**src/verilog/zx_ports_pkg.sv**
```systemverilog
package zx_ports_pkg;

   // ------------------------------
   // core register bus
   // ------------------------------
   localparam logic [7:0] MASTERCONF_ADDR   = 8'h00;
   localparam logic [7:0] MASTERMAPPER_ADDR = 8'h01;

   // ------------------------------
   // Z80 I/O ports
   // ------------------------------
   localparam logic [7:0] DIVMMC_PORT = 8'hE3;     // low byte only

   // +2A decode: a1 low plus a top-bits pattern
   localparam logic [1:0] PORT_7FFD_HI = 2'b01;    // a[15:14]
   localparam logic [3:0] PORT_1FFD_HI = 4'b0001;  // a[15:12]

   // ------------------------------
   // DivMMC automapper
   // ------------------------------
   // deferred entries, mapping takes effect after the M1 cycle
   localparam int AUTOMAP_N = 5;
   localparam logic [0:AUTOMAP_N-1][15:0] AUTOMAP_ENTRY = {
      16'h0000, 16'h0008, 16'h0038, 16'h04C6, 16'h0562
   };
   localparam logic [15:0] AUTOMAP_NMI = 16'h0066;   // gated by nmi disable

   localparam logic [7:0]  AUTOMAP_NOW_HI = 8'h3D;   // 3D00-3DFF maps at once
   localparam logic [12:0] UNMAP_HI       = 13'h03FF; // a[15:3] for 1FF8-1FFF

endpackage

```
**src/verilog/mem_map_pkg.sv**
```systemverilog
package mem_map_pkg;

   // ------------------------------
   // SRAM geometry
   // ------------------------------
   localparam int SRAM_AW  = 21;                 // 2 MB external SRAM
   localparam int PAGE16_W = 7;                  // 128 pages of 16K
   localparam int PAGE8_W  = 8;                  // 256 pages of 8K

   // fixed 16K pages
   localparam logic [PAGE16_W-1:0] ROM_BASE_PAGE   = 7'd8;   // roms 0..3 at pages 8..11
   localparam logic [PAGE16_W-1:0] BOOT_PAGE       = 7'd13;  // boot code, read only
   localparam logic [PAGE16_W-1:0] SCREEN_PAGE     = 7'd5;
   localparam logic [PAGE16_W-1:0] PAGE_FIXED_8000 = 7'd2;

   // fixed 8K pages for DivMMC
   localparam logic [PAGE8_W-1:0] DIVMMC_ROM_PAGE8   = 8'd24;  // esxdos rom
   localparam logic [PAGE8_W-1:0] DIVMMC_RAM_BASE8   = 8'd32;  // divmmc ram bank 0
   localparam logic [PAGE8_W-1:0] DIVMMC_MAPRAM_ROM8 = 8'd35;  // bank 3, rom in mapram mode

   // +3 all-RAM arrangements, indexed [arrangement][quarter]
   localparam logic [0:3][0:3][PAGE16_W-1:0] PLUS3_ALLRAM = {
      7'd0, 7'd1, 7'd2, 7'd3,
      7'd4, 7'd5, 7'd6, 7'd7,
      7'd4, 7'd5, 7'd6, 7'd3,
      7'd4, 7'd7, 7'd6, 7'd3
   };

   // one SRAM address, seen as 16K spectrum page or 8K divmmc page
   typedef union packed {
      struct packed {
         logic [PAGE16_W-1:0] page;
         logic [13:0]         offset;
      } zx;
      struct packed {
         logic [PAGE8_W-1:0] page;
         logic [12:0]        offset;
      } div;
   } sram_addr_u;

endpackage
```
**src/verilog/zx_memory_top.sv**
```systemverilog
`timescale 1ns/1ps

module zx_memory_top (
   input  logic                     clk,
   input  logic                     mrst_n,      // master reset
   input  logic                     rst_n,       // soft reset
   // CPU bus
   input  logic [15:0]              a,
   input  logic [7:0]               din,
   output logic [7:0]               dout,
   output logic                     oe,
   input  logic                     mreq_n,
   input  logic                     iorq_n,
   input  logic                     rd_n,
   input  logic                     wr_n,
   input  logic                     m1_n,
   output logic                     enable_nmi_n,
   input  logic                     page_configrom_active,
   // status to ULA and keyboard
   output logic                     in_boot_mode,
   output logic                     issue2_keyboard_enabled,
   output logic [1:0]               timing_mode,
   output logic                     disable_contention,
   output logic                     in48kmode,
   output logic                     access_to_screen,
   // core register bus
   input  logic [7:0]               addr,
   input  logic                     ior,
   input  logic                     iow,
   // SRAM
   output mem_map_pkg::sram_addr_u  sram_addr,
   output logic [7:0]               sram_wdata,
   input  logic [7:0]               sram_rdata,
   output logic                     sram_we_n
);

   logic       boot_mode;
   logic [7:0] masterconf_word;
   logic [6:0] mastermapper;
   logic       divmmc_enabled;
   logic       divmmc_nmi_disabled;
   logic [7:0] bank128;
   logic [7:0] bankplus3;
   logic [7:0] divmmc_ctrl;
   logic       divmmc_paged;
   logic       mem_read;

   assign sram_wdata = din;   // write data straight from the cpu

   master_config master_config_inst (
      .clk, .mrst_n, .page_configrom_active, .addr, .iow, .din,
      .boot_mode, .in_boot_mode, .masterconf_word, .mastermapper,
      .divmmc_enabled, .divmmc_nmi_disabled, .issue2_keyboard_enabled,
      .timing_mode, .disable_contention
   );

   paging_regs paging_regs_inst (
      .clk, .mrst_n, .rst_n, .a, .din, .iorq_n, .wr_n,
      .bank128, .bankplus3, .in48kmode
   );

   divmmc_control divmmc_control_inst (
      .clk, .mrst_n, .rst_n, .a, .din, .mreq_n, .iorq_n, .rd_n, .wr_n, .m1_n,
      .divmmc_enabled, .divmmc_nmi_disabled, .page_configrom_active,
      .divmmc_ctrl, .divmmc_paged, .enable_nmi_n
   );

   address_translator address_translator_inst (
      .a, .mreq_n, .rd_n, .wr_n, .boot_mode, .mastermapper, .bank128, .bankplus3,
      .divmmc_ctrl, .divmmc_paged, .divmmc_enabled,
      .sram_addr, .sram_we_n, .mem_read, .access_to_screen
   );

   cpu_data_mux cpu_data_mux_inst (
      .mem_read, .sram_rdata, .addr, .ior, .masterconf_word, .mastermapper,
      .dout, .oe
   );

endmodule

```
**src/verilog/cpu_data_mux.sv**
```systemverilog
`timescale 1ns/1ps

module cpu_data_mux (
   input  logic       mem_read,
   input  logic [7:0] sram_rdata,
   input  logic [7:0] addr,
   input  logic       ior,
   input  logic [7:0] masterconf_word,
   input  logic [6:0] mastermapper,
   output logic [7:0] dout,
   output logic       oe
);

   // memory first, then the two core registers
   always_comb begin
      oe   = 1'b1;
      dout = 8'hFF;
      if (mem_read)
         dout = sram_rdata;
      else if (ior && addr == zx_ports_pkg::MASTERCONF_ADDR)
         dout = masterconf_word;
      else if (ior && addr == zx_ports_pkg::MASTERMAPPER_ADDR)
         dout = {1'b0, mastermapper};   // 7-bit page
      else
         oe = 1'b0;                     // bus idle, floats high
   end

endmodule

```
**src/verilog/address_translator.sv**
```systemverilog
`timescale 1ns/1ps

module address_translator (
   input  logic [15:0]              a,
   input  logic                     mreq_n,
   input  logic                     rd_n,
   input  logic                     wr_n,
   input  logic                     boot_mode,
   input  logic [6:0]               mastermapper,
   input  logic [7:0]               bank128,
   input  logic [7:0]               bankplus3,
   input  logic [7:0]               divmmc_ctrl,
   input  logic                     divmmc_paged,
   input  logic                     divmmc_enabled,
   output mem_map_pkg::sram_addr_u  sram_addr,
   output logic                     sram_we_n,
   output logic                     mem_read,
   output logic                     access_to_screen
);

   logic [1:0] quarter;
   logic       allram;
   logic [1:0] rom_sel;
   logic       mapram_rom;   // mapram active and conmem off
   logic [5:0] div_bank;
   logic       div_active;
   logic [mem_map_pkg::PAGE16_W-1:0] plus3_page;
   logic [mem_map_pkg::PAGE16_W-1:0] page16;
   logic [mem_map_pkg::PAGE8_W-1:0]  page8;
   logic       use_div;
   logic       writable;

   assign quarter    = a[15:14];
   assign allram     = bankplus3[0];
   assign rom_sel    = {bankplus3[2], bank128[4]};
   assign mapram_rom = divmmc_ctrl[6] && !divmmc_ctrl[7];
   assign div_bank   = divmmc_ctrl[5:0];
   assign div_active = divmmc_enabled && (divmmc_paged || divmmc_ctrl[7]);
   assign plus3_page = mem_map_pkg::PLUS3_ALLRAM[bankplus3[2:1]][quarter];
   assign mem_read   = !mreq_n && !rd_n;

   // ------------------------------
   // page selection per quarter
   // ------------------------------
   always_comb begin
      page16   = plus3_page;
      page8    = mem_map_pkg::DIVMMC_ROM_PAGE8;
      use_div  = 1'b0;
      writable = 1'b1;
      case (quarter)
         2'b00: begin
            if (boot_mode) begin
               page16   = mem_map_pkg::BOOT_PAGE;
               writable = 1'b0;
            end else if (div_active) begin
               use_div = 1'b1;
               if (!a[13]) begin   // 0000-1FFF, rom or mapram bank 3
                  if (mapram_rom)
                     page8 = mem_map_pkg::DIVMMC_MAPRAM_ROM8;
                  writable = 1'b0;
               end else begin      // 2000-3FFF, selected ram bank
                  page8    = mem_map_pkg::DIVMMC_RAM_BASE8 + {4'b0000, div_bank[3:0]};
                  writable = div_bank[5:4] == 2'b00 && !(mapram_rom && div_bank == 6'd3);
               end
            end else if (!allram) begin
               page16   = mem_map_pkg::ROM_BASE_PAGE + {5'b00000, rom_sel};
               writable = 1'b0;
            end
         end
         2'b01: begin
            if (boot_mode || !allram)
               page16 = mem_map_pkg::SCREEN_PAGE;
         end
         2'b10: begin
            if (boot_mode || !allram)
               page16 = mem_map_pkg::PAGE_FIXED_8000;
         end
         default: begin
            if (boot_mode)
               page16 = mastermapper;
            else if (!allram)
               page16 = {4'b0000, bank128[2:0]};
         end
      endcase
   end

   // same 21 bits, filled through the matching view
   always_comb begin
      sram_addr = '0;
      if (use_div) begin
         sram_addr.div.page   = page8;
         sram_addr.div.offset = a[12:0];
      end else begin
         sram_addr.zx.page   = page16;
         sram_addr.zx.offset = a[13:0];
      end
   end

   assign sram_we_n = !(!mreq_n && !wr_n && writable);

   // contended: screen bank and odd banks at C000
   assign access_to_screen = !boot_mode && !allram
                             && (quarter == 2'b01 || (quarter == 2'b11 && bank128[0]));

endmodule

```
**src/verilog/divmmc_control.sv**
```systemverilog
`timescale 1ns/1ps

module divmmc_control (
   input  logic        clk,
   input  logic        mrst_n,
   input  logic        rst_n,
   input  logic [15:0] a,
   input  logic [7:0]  din,
   input  logic        mreq_n,
   input  logic        iorq_n,
   input  logic        rd_n,
   input  logic        wr_n,
   input  logic        m1_n,
   input  logic        divmmc_enabled,
   input  logic        divmmc_nmi_disabled,
   input  logic        page_configrom_active,
   output logic [7:0]  divmmc_ctrl,    // [7] conmem, [6] mapram, [5:0] bank
   output logic        divmmc_paged,
   output logic        enable_nmi_n    // active high, name kept
);

   logic mapram;
   logic ctrl_write;
   logic fetch;
   logic hit_deferred;
   logic hit_now;
   logic hit_unmap;
   logic pending;    // paging state to apply at M1 end

   assign mapram     = divmmc_ctrl[6];
   assign ctrl_write = !iorq_n && !wr_n && a[7:0] == zx_ports_pkg::DIVMMC_PORT;
   assign enable_nmi_n = divmmc_enabled & divmmc_paged & ~divmmc_nmi_disabled;

   // ------------------------------
   // control port E3
   // ------------------------------
   always_ff @(posedge clk) begin
      if (!mrst_n)
         divmmc_ctrl <= 8'h00;
      else if (!rst_n)
         divmmc_ctrl <= {1'b0, mapram, 6'b000000};   // mapram survives soft reset
      else if (ctrl_write)
         divmmc_ctrl <= {din[7], din[6] | mapram, din[5:0]};   // mapram is set-only
   end

   // ------------------------------
   // automapper
   // ------------------------------
   assign fetch = !mreq_n && !rd_n && !m1_n;

   always_comb begin
      hit_deferred = !divmmc_nmi_disabled && !page_configrom_active
                     && a == zx_ports_pkg::AUTOMAP_NMI;
      for (int i = 0; i < zx_ports_pkg::AUTOMAP_N; i++)
         if (a == zx_ports_pkg::AUTOMAP_ENTRY[i])
            hit_deferred = 1'b1;
   end

   assign hit_now   = a[15:8] == zx_ports_pkg::AUTOMAP_NOW_HI;
   assign hit_unmap = a[15:3] == zx_ports_pkg::UNMAP_HI;

   always_ff @(posedge clk) begin
      if (!mrst_n || !rst_n) begin
         pending      <= 1'b0;
         divmmc_paged <= 1'b0;
      end else begin
         if (fetch && hit_deferred) begin
            pending <= 1'b1;
         end else if (fetch && hit_now) begin   // no wait for M1 end
            pending      <= 1'b1;
            divmmc_paged <= 1'b1;
         end else if (fetch && hit_unmap) begin
            pending <= 1'b0;
         end
         if (m1_n)                       // opcode fetched, now switch
            divmmc_paged <= pending;
      end
   end

endmodule

```
**src/verilog/paging_regs.sv**
```systemverilog
`timescale 1ns/1ps

module paging_regs (
   input  logic        clk,
   input  logic        mrst_n,
   input  logic        rst_n,
   input  logic [15:0] a,
   input  logic [7:0]  din,
   input  logic        iorq_n,
   input  logic        wr_n,
   output logic [7:0]  bank128,     // port 7FFD
   output logic [7:0]  bankplus3,   // port 1FFD
   output logic        in48kmode
);

   logic io_write;
   logic hit_1ffd;
   logic hit_7ffd;
   logic locked;

   assign io_write = !iorq_n && !wr_n;
   assign locked   = bank128[5];    // paging lock, until next reset
   assign in48kmode = locked;

   // +2A partial decode, a1 low
   assign hit_1ffd = !a[1] && a[15:12] == zx_ports_pkg::PORT_1FFD_HI;
   assign hit_7ffd = !a[1] && a[15:14] == zx_ports_pkg::PORT_7FFD_HI;

   always_ff @(posedge clk) begin
      if (!mrst_n || !rst_n) begin
         bank128   <= 8'h00;
         bankplus3 <= 8'h00;
      end else if (io_write && !locked) begin
         if (hit_1ffd)             // 1FFD wins, it also matches 01xx in no case
            bankplus3 <= din;
         else if (hit_7ffd)
            bank128 <= din;
      end
   end

endmodule

```
**src/verilog/master_config.sv**
```systemverilog
`timescale 1ns/1ps

module master_config (
   input  logic       clk,
   input  logic       mrst_n,
   input  logic       page_configrom_active,
   input  logic [7:0] addr,
   input  logic       iow,
   input  logic [7:0] din,
   output logic       boot_mode,
   output logic       in_boot_mode,
   output logic [7:0] masterconf_word,
   output logic [6:0] mastermapper,
   output logic       divmmc_enabled,
   output logic       divmmc_nmi_disabled,
   output logic       issue2_keyboard_enabled,
   output logic [1:0] timing_mode,
   output logic       disable_contention
);

   logic [7:0] conf;         // [7] freeze, [0] boot mode
   logic [1:0] cfgrom_hist;  // [1] older sample

   // field breakout of the config word
   assign masterconf_word         = conf;
   assign boot_mode               = conf[0];
   assign in_boot_mode            = ~conf[7];
   assign divmmc_enabled          = conf[1];
   assign divmmc_nmi_disabled     = conf[2];
   assign issue2_keyboard_enabled = conf[3];
   assign disable_contention      = conf[5];
   assign timing_mode             = {conf[6], conf[4]};

   always_ff @(posedge clk) begin
      if (!mrst_n) begin
         conf        <= 8'h01;   // boot mode, unfrozen
         cfgrom_hist <= 2'b00;
      end else begin
         cfgrom_hist <= {cfgrom_hist[0], page_configrom_active};
         if (page_configrom_active) begin   // config rom on screen
            conf[7] <= 1'b0;
            conf[0] <= 1'b1;
         end else if (cfgrom_hist == 2'b10) begin   // config rom just left
            conf[7] <= 1'b1;
            conf[0] <= 1'b0;
         end else if (iow && addr == zx_ports_pkg::MASTERCONF_ADDR) begin
            conf[6:1] <= din[6:1];                   // option bits always writable
            if (!conf[7]) begin
               conf[7] <= din[7];
               conf[0] <= din[0];
            end
         end
      end
   end

   // 16K page shown at C000 while booting
   always_ff @(posedge clk) begin
      if (!mrst_n)
         mastermapper <= 7'h00;
      else if (iow && addr == zx_ports_pkg::MASTERMAPPER_ADDR && conf[0])
         mastermapper <= din[6:0];
   end

endmodule

```
**config.mk**
```make
export PLATFORM = sky130hd
export DESIGN_NAME = zx_memory_top
export DESIGN_NICKNAME = d
export VERILOG_FILES = /design/src/verilog/zx_ports_pkg.sv /design/src/verilog/mem_map_pkg.sv /design/src/verilog/zx_memory_top.sv /design/src/verilog/cpu_data_mux.sv /design/src/verilog/address_translator.sv /design/src/verilog/divmmc_control.sv /design/src/verilog/paging_regs.sv /design/src/verilog/master_config.sv
export SDC_FILE = /design/constraint.sdc
export NUM_CORES = 1
export LEC_CHECK = 0
export ABC_AREA = 1
export BUFFER_PORTS_ARGS = -buffer_cell sky130_fd_sc_hd__clkbuf_2
export CAP_MARGIN = 20
export CORE_ASPECT_RATIO = 0.8
export CORE_MARGIN = 2
export CORE_UTILIZATION = 50
export DETAILED_ROUTE_END_ITERATION = 10
export PLACE_DENSITY_LB_ADDON = 0.15
export SLEW_MARGIN = 25
export SYNTH_ARGS = -nofsm -noshare
export SYNTH_HDL_FRONTEND = slang
export SYNTH_SLANG_ARGS = --single-unit
```
**constraint.sdc**
```tcl
create_clock -name clk -period 2.7 [get_ports clk]
set_input_delay 0.405 -clock clk [delete_from_list [all_inputs] [get_ports clk]]
set_output_delay 0.405 -clock clk [all_outputs]
set_load 0.01 [all_outputs]
```
==> flow_metrics.env <==
export IMPL_final_area_mm2=0.002798
export IMPL_clk_latency_ns=0.29
export IMPL_fin_cells=499
export IMPL_synth_distinct_cells=32
export IMPL_setup_violations=0
export IMPL_grtUsageMet1_pct=36.36
export IMPL_synth_seq_area_share_pct=30.20
export IMPL_h_tree_depth=2
export IMPL_ant_nets=0
export IMPL_holdPathEnd="divmmc_control_inst.divmmc_paged$_SDFFE_PN0P_"
export IMPL_start_kind="input port"
export IMPL_cts_buffer_depth=2
export IMPL_clk_pin_slew_worst_paths_ns=0.08
export IMPL_r2r_setup_slack_ns=1.32
export IMPL_antenna_found_initial=0
export IMPL_grt_start_max_net_pins=15
export IMPL_dr_pass1_iters=5
export IMPL_routabilityCongestion=0.9230
export IMPL_crit_family="simple AND/OR/NAND/NOR gates"
export IMPL_cts_resized=0
export IMPL_grt_pass1_wl_um=10520
export IMPL_hold_viol_final=0
export IMPL_critPathRequiredTime_ns=2.30
export IMPL_synth_cells=363
export IMPL_dieArea_mm2=0.005204
export IMPL_hpwl_um=5014
export IMPL_max_freq_mhz=451.5
export IMPL_p_comb_share_pct=14.6
export IMPL_num_vias=2581
export IMPL_syn_cell_area_mm2=0.002320
export IMPL_cts_root_buf="clkbuf_8"
export IMPL_p_sw_share_pct=25.55
export IMPL_die_y_um=64.92
export IMPL_placedCellCount=491
export IMPL_rsz0062_at_grt="false"
export IMPL_relSlewSlack_pct=65.29
export IMPL_grt_use_met2_pct=41.46
export IMPL_setup_tns_ns=0
export IMPL_critPathCaptureType="primary output"
export IMPL_switching_power_uw=328.2
export IMPL_tightest_slew_ns=0.5167
export IMPL_worstSetupPathType="input port to primary output"
export IMPL_grt_usage_pct=26.25
export IMPL_hold_path_class="input port to flop"
export IMPL_worst_path_buf_inv=2
export IMPL_power_frac_seq_pct=40.6
export IMPL_area_growth_pct=20.60
export IMPL_route_detailed_drc=0
export IMPL_max_stage_delay_ns=0.46
export IMPL_min_from="m1_n"
export IMPL_coreArea_mm2=0.004514
export IMPL_path_depth=9
export IMPL_cts_tree="yes"
export IMPL_crit_path_start="addr[1]"
export IMPL_diodes=0
export IMPL_min_period_ns=2.215
export IMPL_busiest_layer="met2"
export IMPL_pwr_share_clk_pct=44.8
export IMPL_post_drt_wl_per_cell_um=12.82
export IMPL_io_buffers=97
export IMPL_finalCritPeriodShare_pct=82.04
export IMPL_drt_wl_total_um=6395
export IMPL_post_cts_buffers=0
export IMPL_finalNetCount=489
export IMPL_crit_top_cell="nand2_1"
export IMPL_peakVddDrop_uv=255.5
export IMPL_cp_arrival_ns=1.81
export IMPL_start_util_pct=51.39
export IMPL_grt_overflow_total=0
export IMPL_hold_ws_ns=0.3434
export IMPL_syn_area_per_cell_um2=6.390
export IMPL_slew_viol_final=0
export IMPL_drive_gt1_share_pct=28.25
export IMPL_r2r_start="paging_regs_inst.bank128[5]$_SDFFE_PN0P_"
export IMPL_powerDensity_mw_per_mm2=459.1
export IMPL_rows=22
export IMPL_hold_buffers=0
export IMPL_numCtsBuffers=5
export IMPL_reg2reg_depth=5
export IMPL_crit_chain="clkbuf_2 > nor2_1 > nand2_1 > nor3_4 > nand2_1 > nand2_1 > nand3_1 > nand3_1 > clkbuf_2"
export IMPL_vias_per_cell=5.172
export IMPL_first_iter_violations=156
export IMPL_grtUsageMet3_pct=6.685
export IMPL_p_total_mw=1.285
export IMPL_ys_ff_latch=35
export IMPL_grt_pass1_vias=2222
export IMPL_cellLeakagePower_nw=1.432
export IMPL_hold_depth=3
export IMPL_yosys_warnings=0
export IMPL_ios=98
export IMPL_status="finished clean"
export IMPL_crit_fanout=13
export IMPL_skew_ns=0.003413
export IMPL_die_w_um=80.16
export IMPL_crit_slowest_cell="nor3_4"
export IMPL_cap_viol_max_count=0
export IMPL_rr_endpoint="paging_regs_inst.bank128[4]$_SDFFE_PN0P_"
export IMPL_syn_num_nets=414
export IMPL_numClockSinks=35
export IMPL_place_area_mm2=0.002661
export IMPL_p_int_uw=956.3
export IMPL_fillCellCount=466
[worst min-delay path, delay by kind of cell]
kind            cells  cell delay [ns]
compound gates      1             0.07
buf+inv             2             0.14
[final cells by class]
| class | instances | area (um2) | area share, % |
|---|---|---|---|
| sequential | 35 | 700.7 | 25.04 |
| clock buffer | 5 | 68.82 | 2.460 |
| clock inverter | 3 | 67.56 | 2.415 |
| inverter | 48 | 181.4 | 6.485 |
| timing repair buffer | 99 | 500.5 | 17.89 |
| tap | 60 | 75.07 | 2.683 |
| multi-input combinational | 249 | 1204 | 43.02 |
[cell families after synthesis]
group | after synthesis | share of synthesized area, %
AND/OR/NAND/NOR | 190 | 37.49
buffers and inverters | 79 | 17.91
AO/OA/AOI/OAI | 59 | 14.40
flip-flops | 35 | 30.20
[metrics by stage]
| stage | util [%] | setup WS, ns |
|---|---|---|
| 3_5_place_dp | 58.95 | 0.5083 |
| 4_1_cts | 61.97 | 0.5081 |
| 3_3_place_gp | 58.95 | 0.5778 |
| 2_1_floorplan | - | 1.021 |
| 6_report | 61.97 | 0.4850 |
| 5_1_grt | 61.97 | 0.3215 |
[sequential cells by signal, summed over array words and instances (netlist names)]
signal / count
divmmc_control_inst.pending: 1
paging_regs_inst.bankplus3: 3
master_config_inst.mastermapper: 7
master_config_inst.masterconf_word: 8
paging_regs_inst.bank128: 5
divmmc_control_inst.divmmc_paged: 1
divmmc_control_inst.divmmc_ctrl: 8
master_config_inst.cfgrom_hist: 2
[metal layers]
metal  wire length, um  up-vias  part of all wire [%]
li1                  -     1310                     -
met1              2971     1149                    46
met2              2798      113                    44
met3               543        9                   8.5
met4                82        0                   1.3
met5                 0        -                     0
[how the worst max path moves through the flow]
stage | slack (ns) | endpoint
6_report | 0.48 | dout[3]
5_1_grt | 0.32 | dout[2]
4_1_cts | 0.51 | dout[5]
3_5_place_dp | 0.51 | dout[5]
3_3_place_gp | 0.58 | dout[0]
2_1_floorplan | 1.02 | sram_addr[13]
[cell usage in the layout (no fill, tap or decap), types with 2 or more instances in the layout]
master     netlist  routed
dfxtp_1         35      35
buf_4           25       2
inv_2            2       2
nand4_1          2       2
inv_1           43      43
nor3_1           5       5
a211oi_1         7       7
nor2_1          59      59
nand2_2          3       3
nor2_2           3       3
clkbuf_8         0       5
clkinv_1         2       2
nor4_4           2       2
clkbuf_2         0      97
nand3_2          3       3
bufinv_16        0       2
a21oi_1         21      21
nand3_1         40      40
nor4_1           2       2
o21ai_0         23      23
nand2_1         69      69
[cells in the mapped netlist]
library cell | count | share of area [%]
buf_4 | 25 | 8.1
nor3_4 | 1 | 0.70
o311ai_0 | 1 | 0.38
a211oi_1 | 7 | 2.3
nand4_1 | 2 | 0.54
nand2_1 | 69 | 11
buf_6 | 3 | 1.5
o22ai_1 | 1 | 0.27
nand2_2 | 3 | 0.81
clkinv_2 | 1 | 0.22
nor4_4 | 2 | 1.8
buf_2 | 1 | 0.22
a31oi_1 | 1 | 0.27
nor4_1 | 2 | 0.54
clkbuf_1 | 2 | 0.32
o21ai_0 | 23 | 5.0
nor3_1 | 5 | 1.1
inv_1 | 43 | 7.0
nand3_2 | 3 | 1.3
a21boi_0 | 1 | 0.32
clkinv_1 | 2 | 0.32
o21ai_1 | 1 | 0.22
dfxtp_1 | 35 | 30
inv_2 | 2 | 0.32
a211oi_2 | 1 | 0.54
a21oi_1 | 21 | 4.5
nor2_1 | 59 | 9.5
o211ai_1 | 1 | 0.32
nand3_1 | 40 | 8.6
nand4_2 | 1 | 0.54
nor2_2 | 3 | 0.81
o31ai_1 | 1 | 0.32
[power groups by stage]
| stage | clock network [mW] | logic (mW) | registers [mW] |
|---|---|---|---|
| floorplan | 0 | 0.109 | 0.533 |
| global placement | 0 | 0.185 | 0.533 |
| detailed placement | 0 | 0.186 | 0.534 |
| CTS | 0.579 | 0.187 | 0.522 |
| global route | 0.605 | 0.207 | 0.522 |
| finish | 0.576 | 0.188 | 0.522 |
Power figures use the tool's default switching activity.
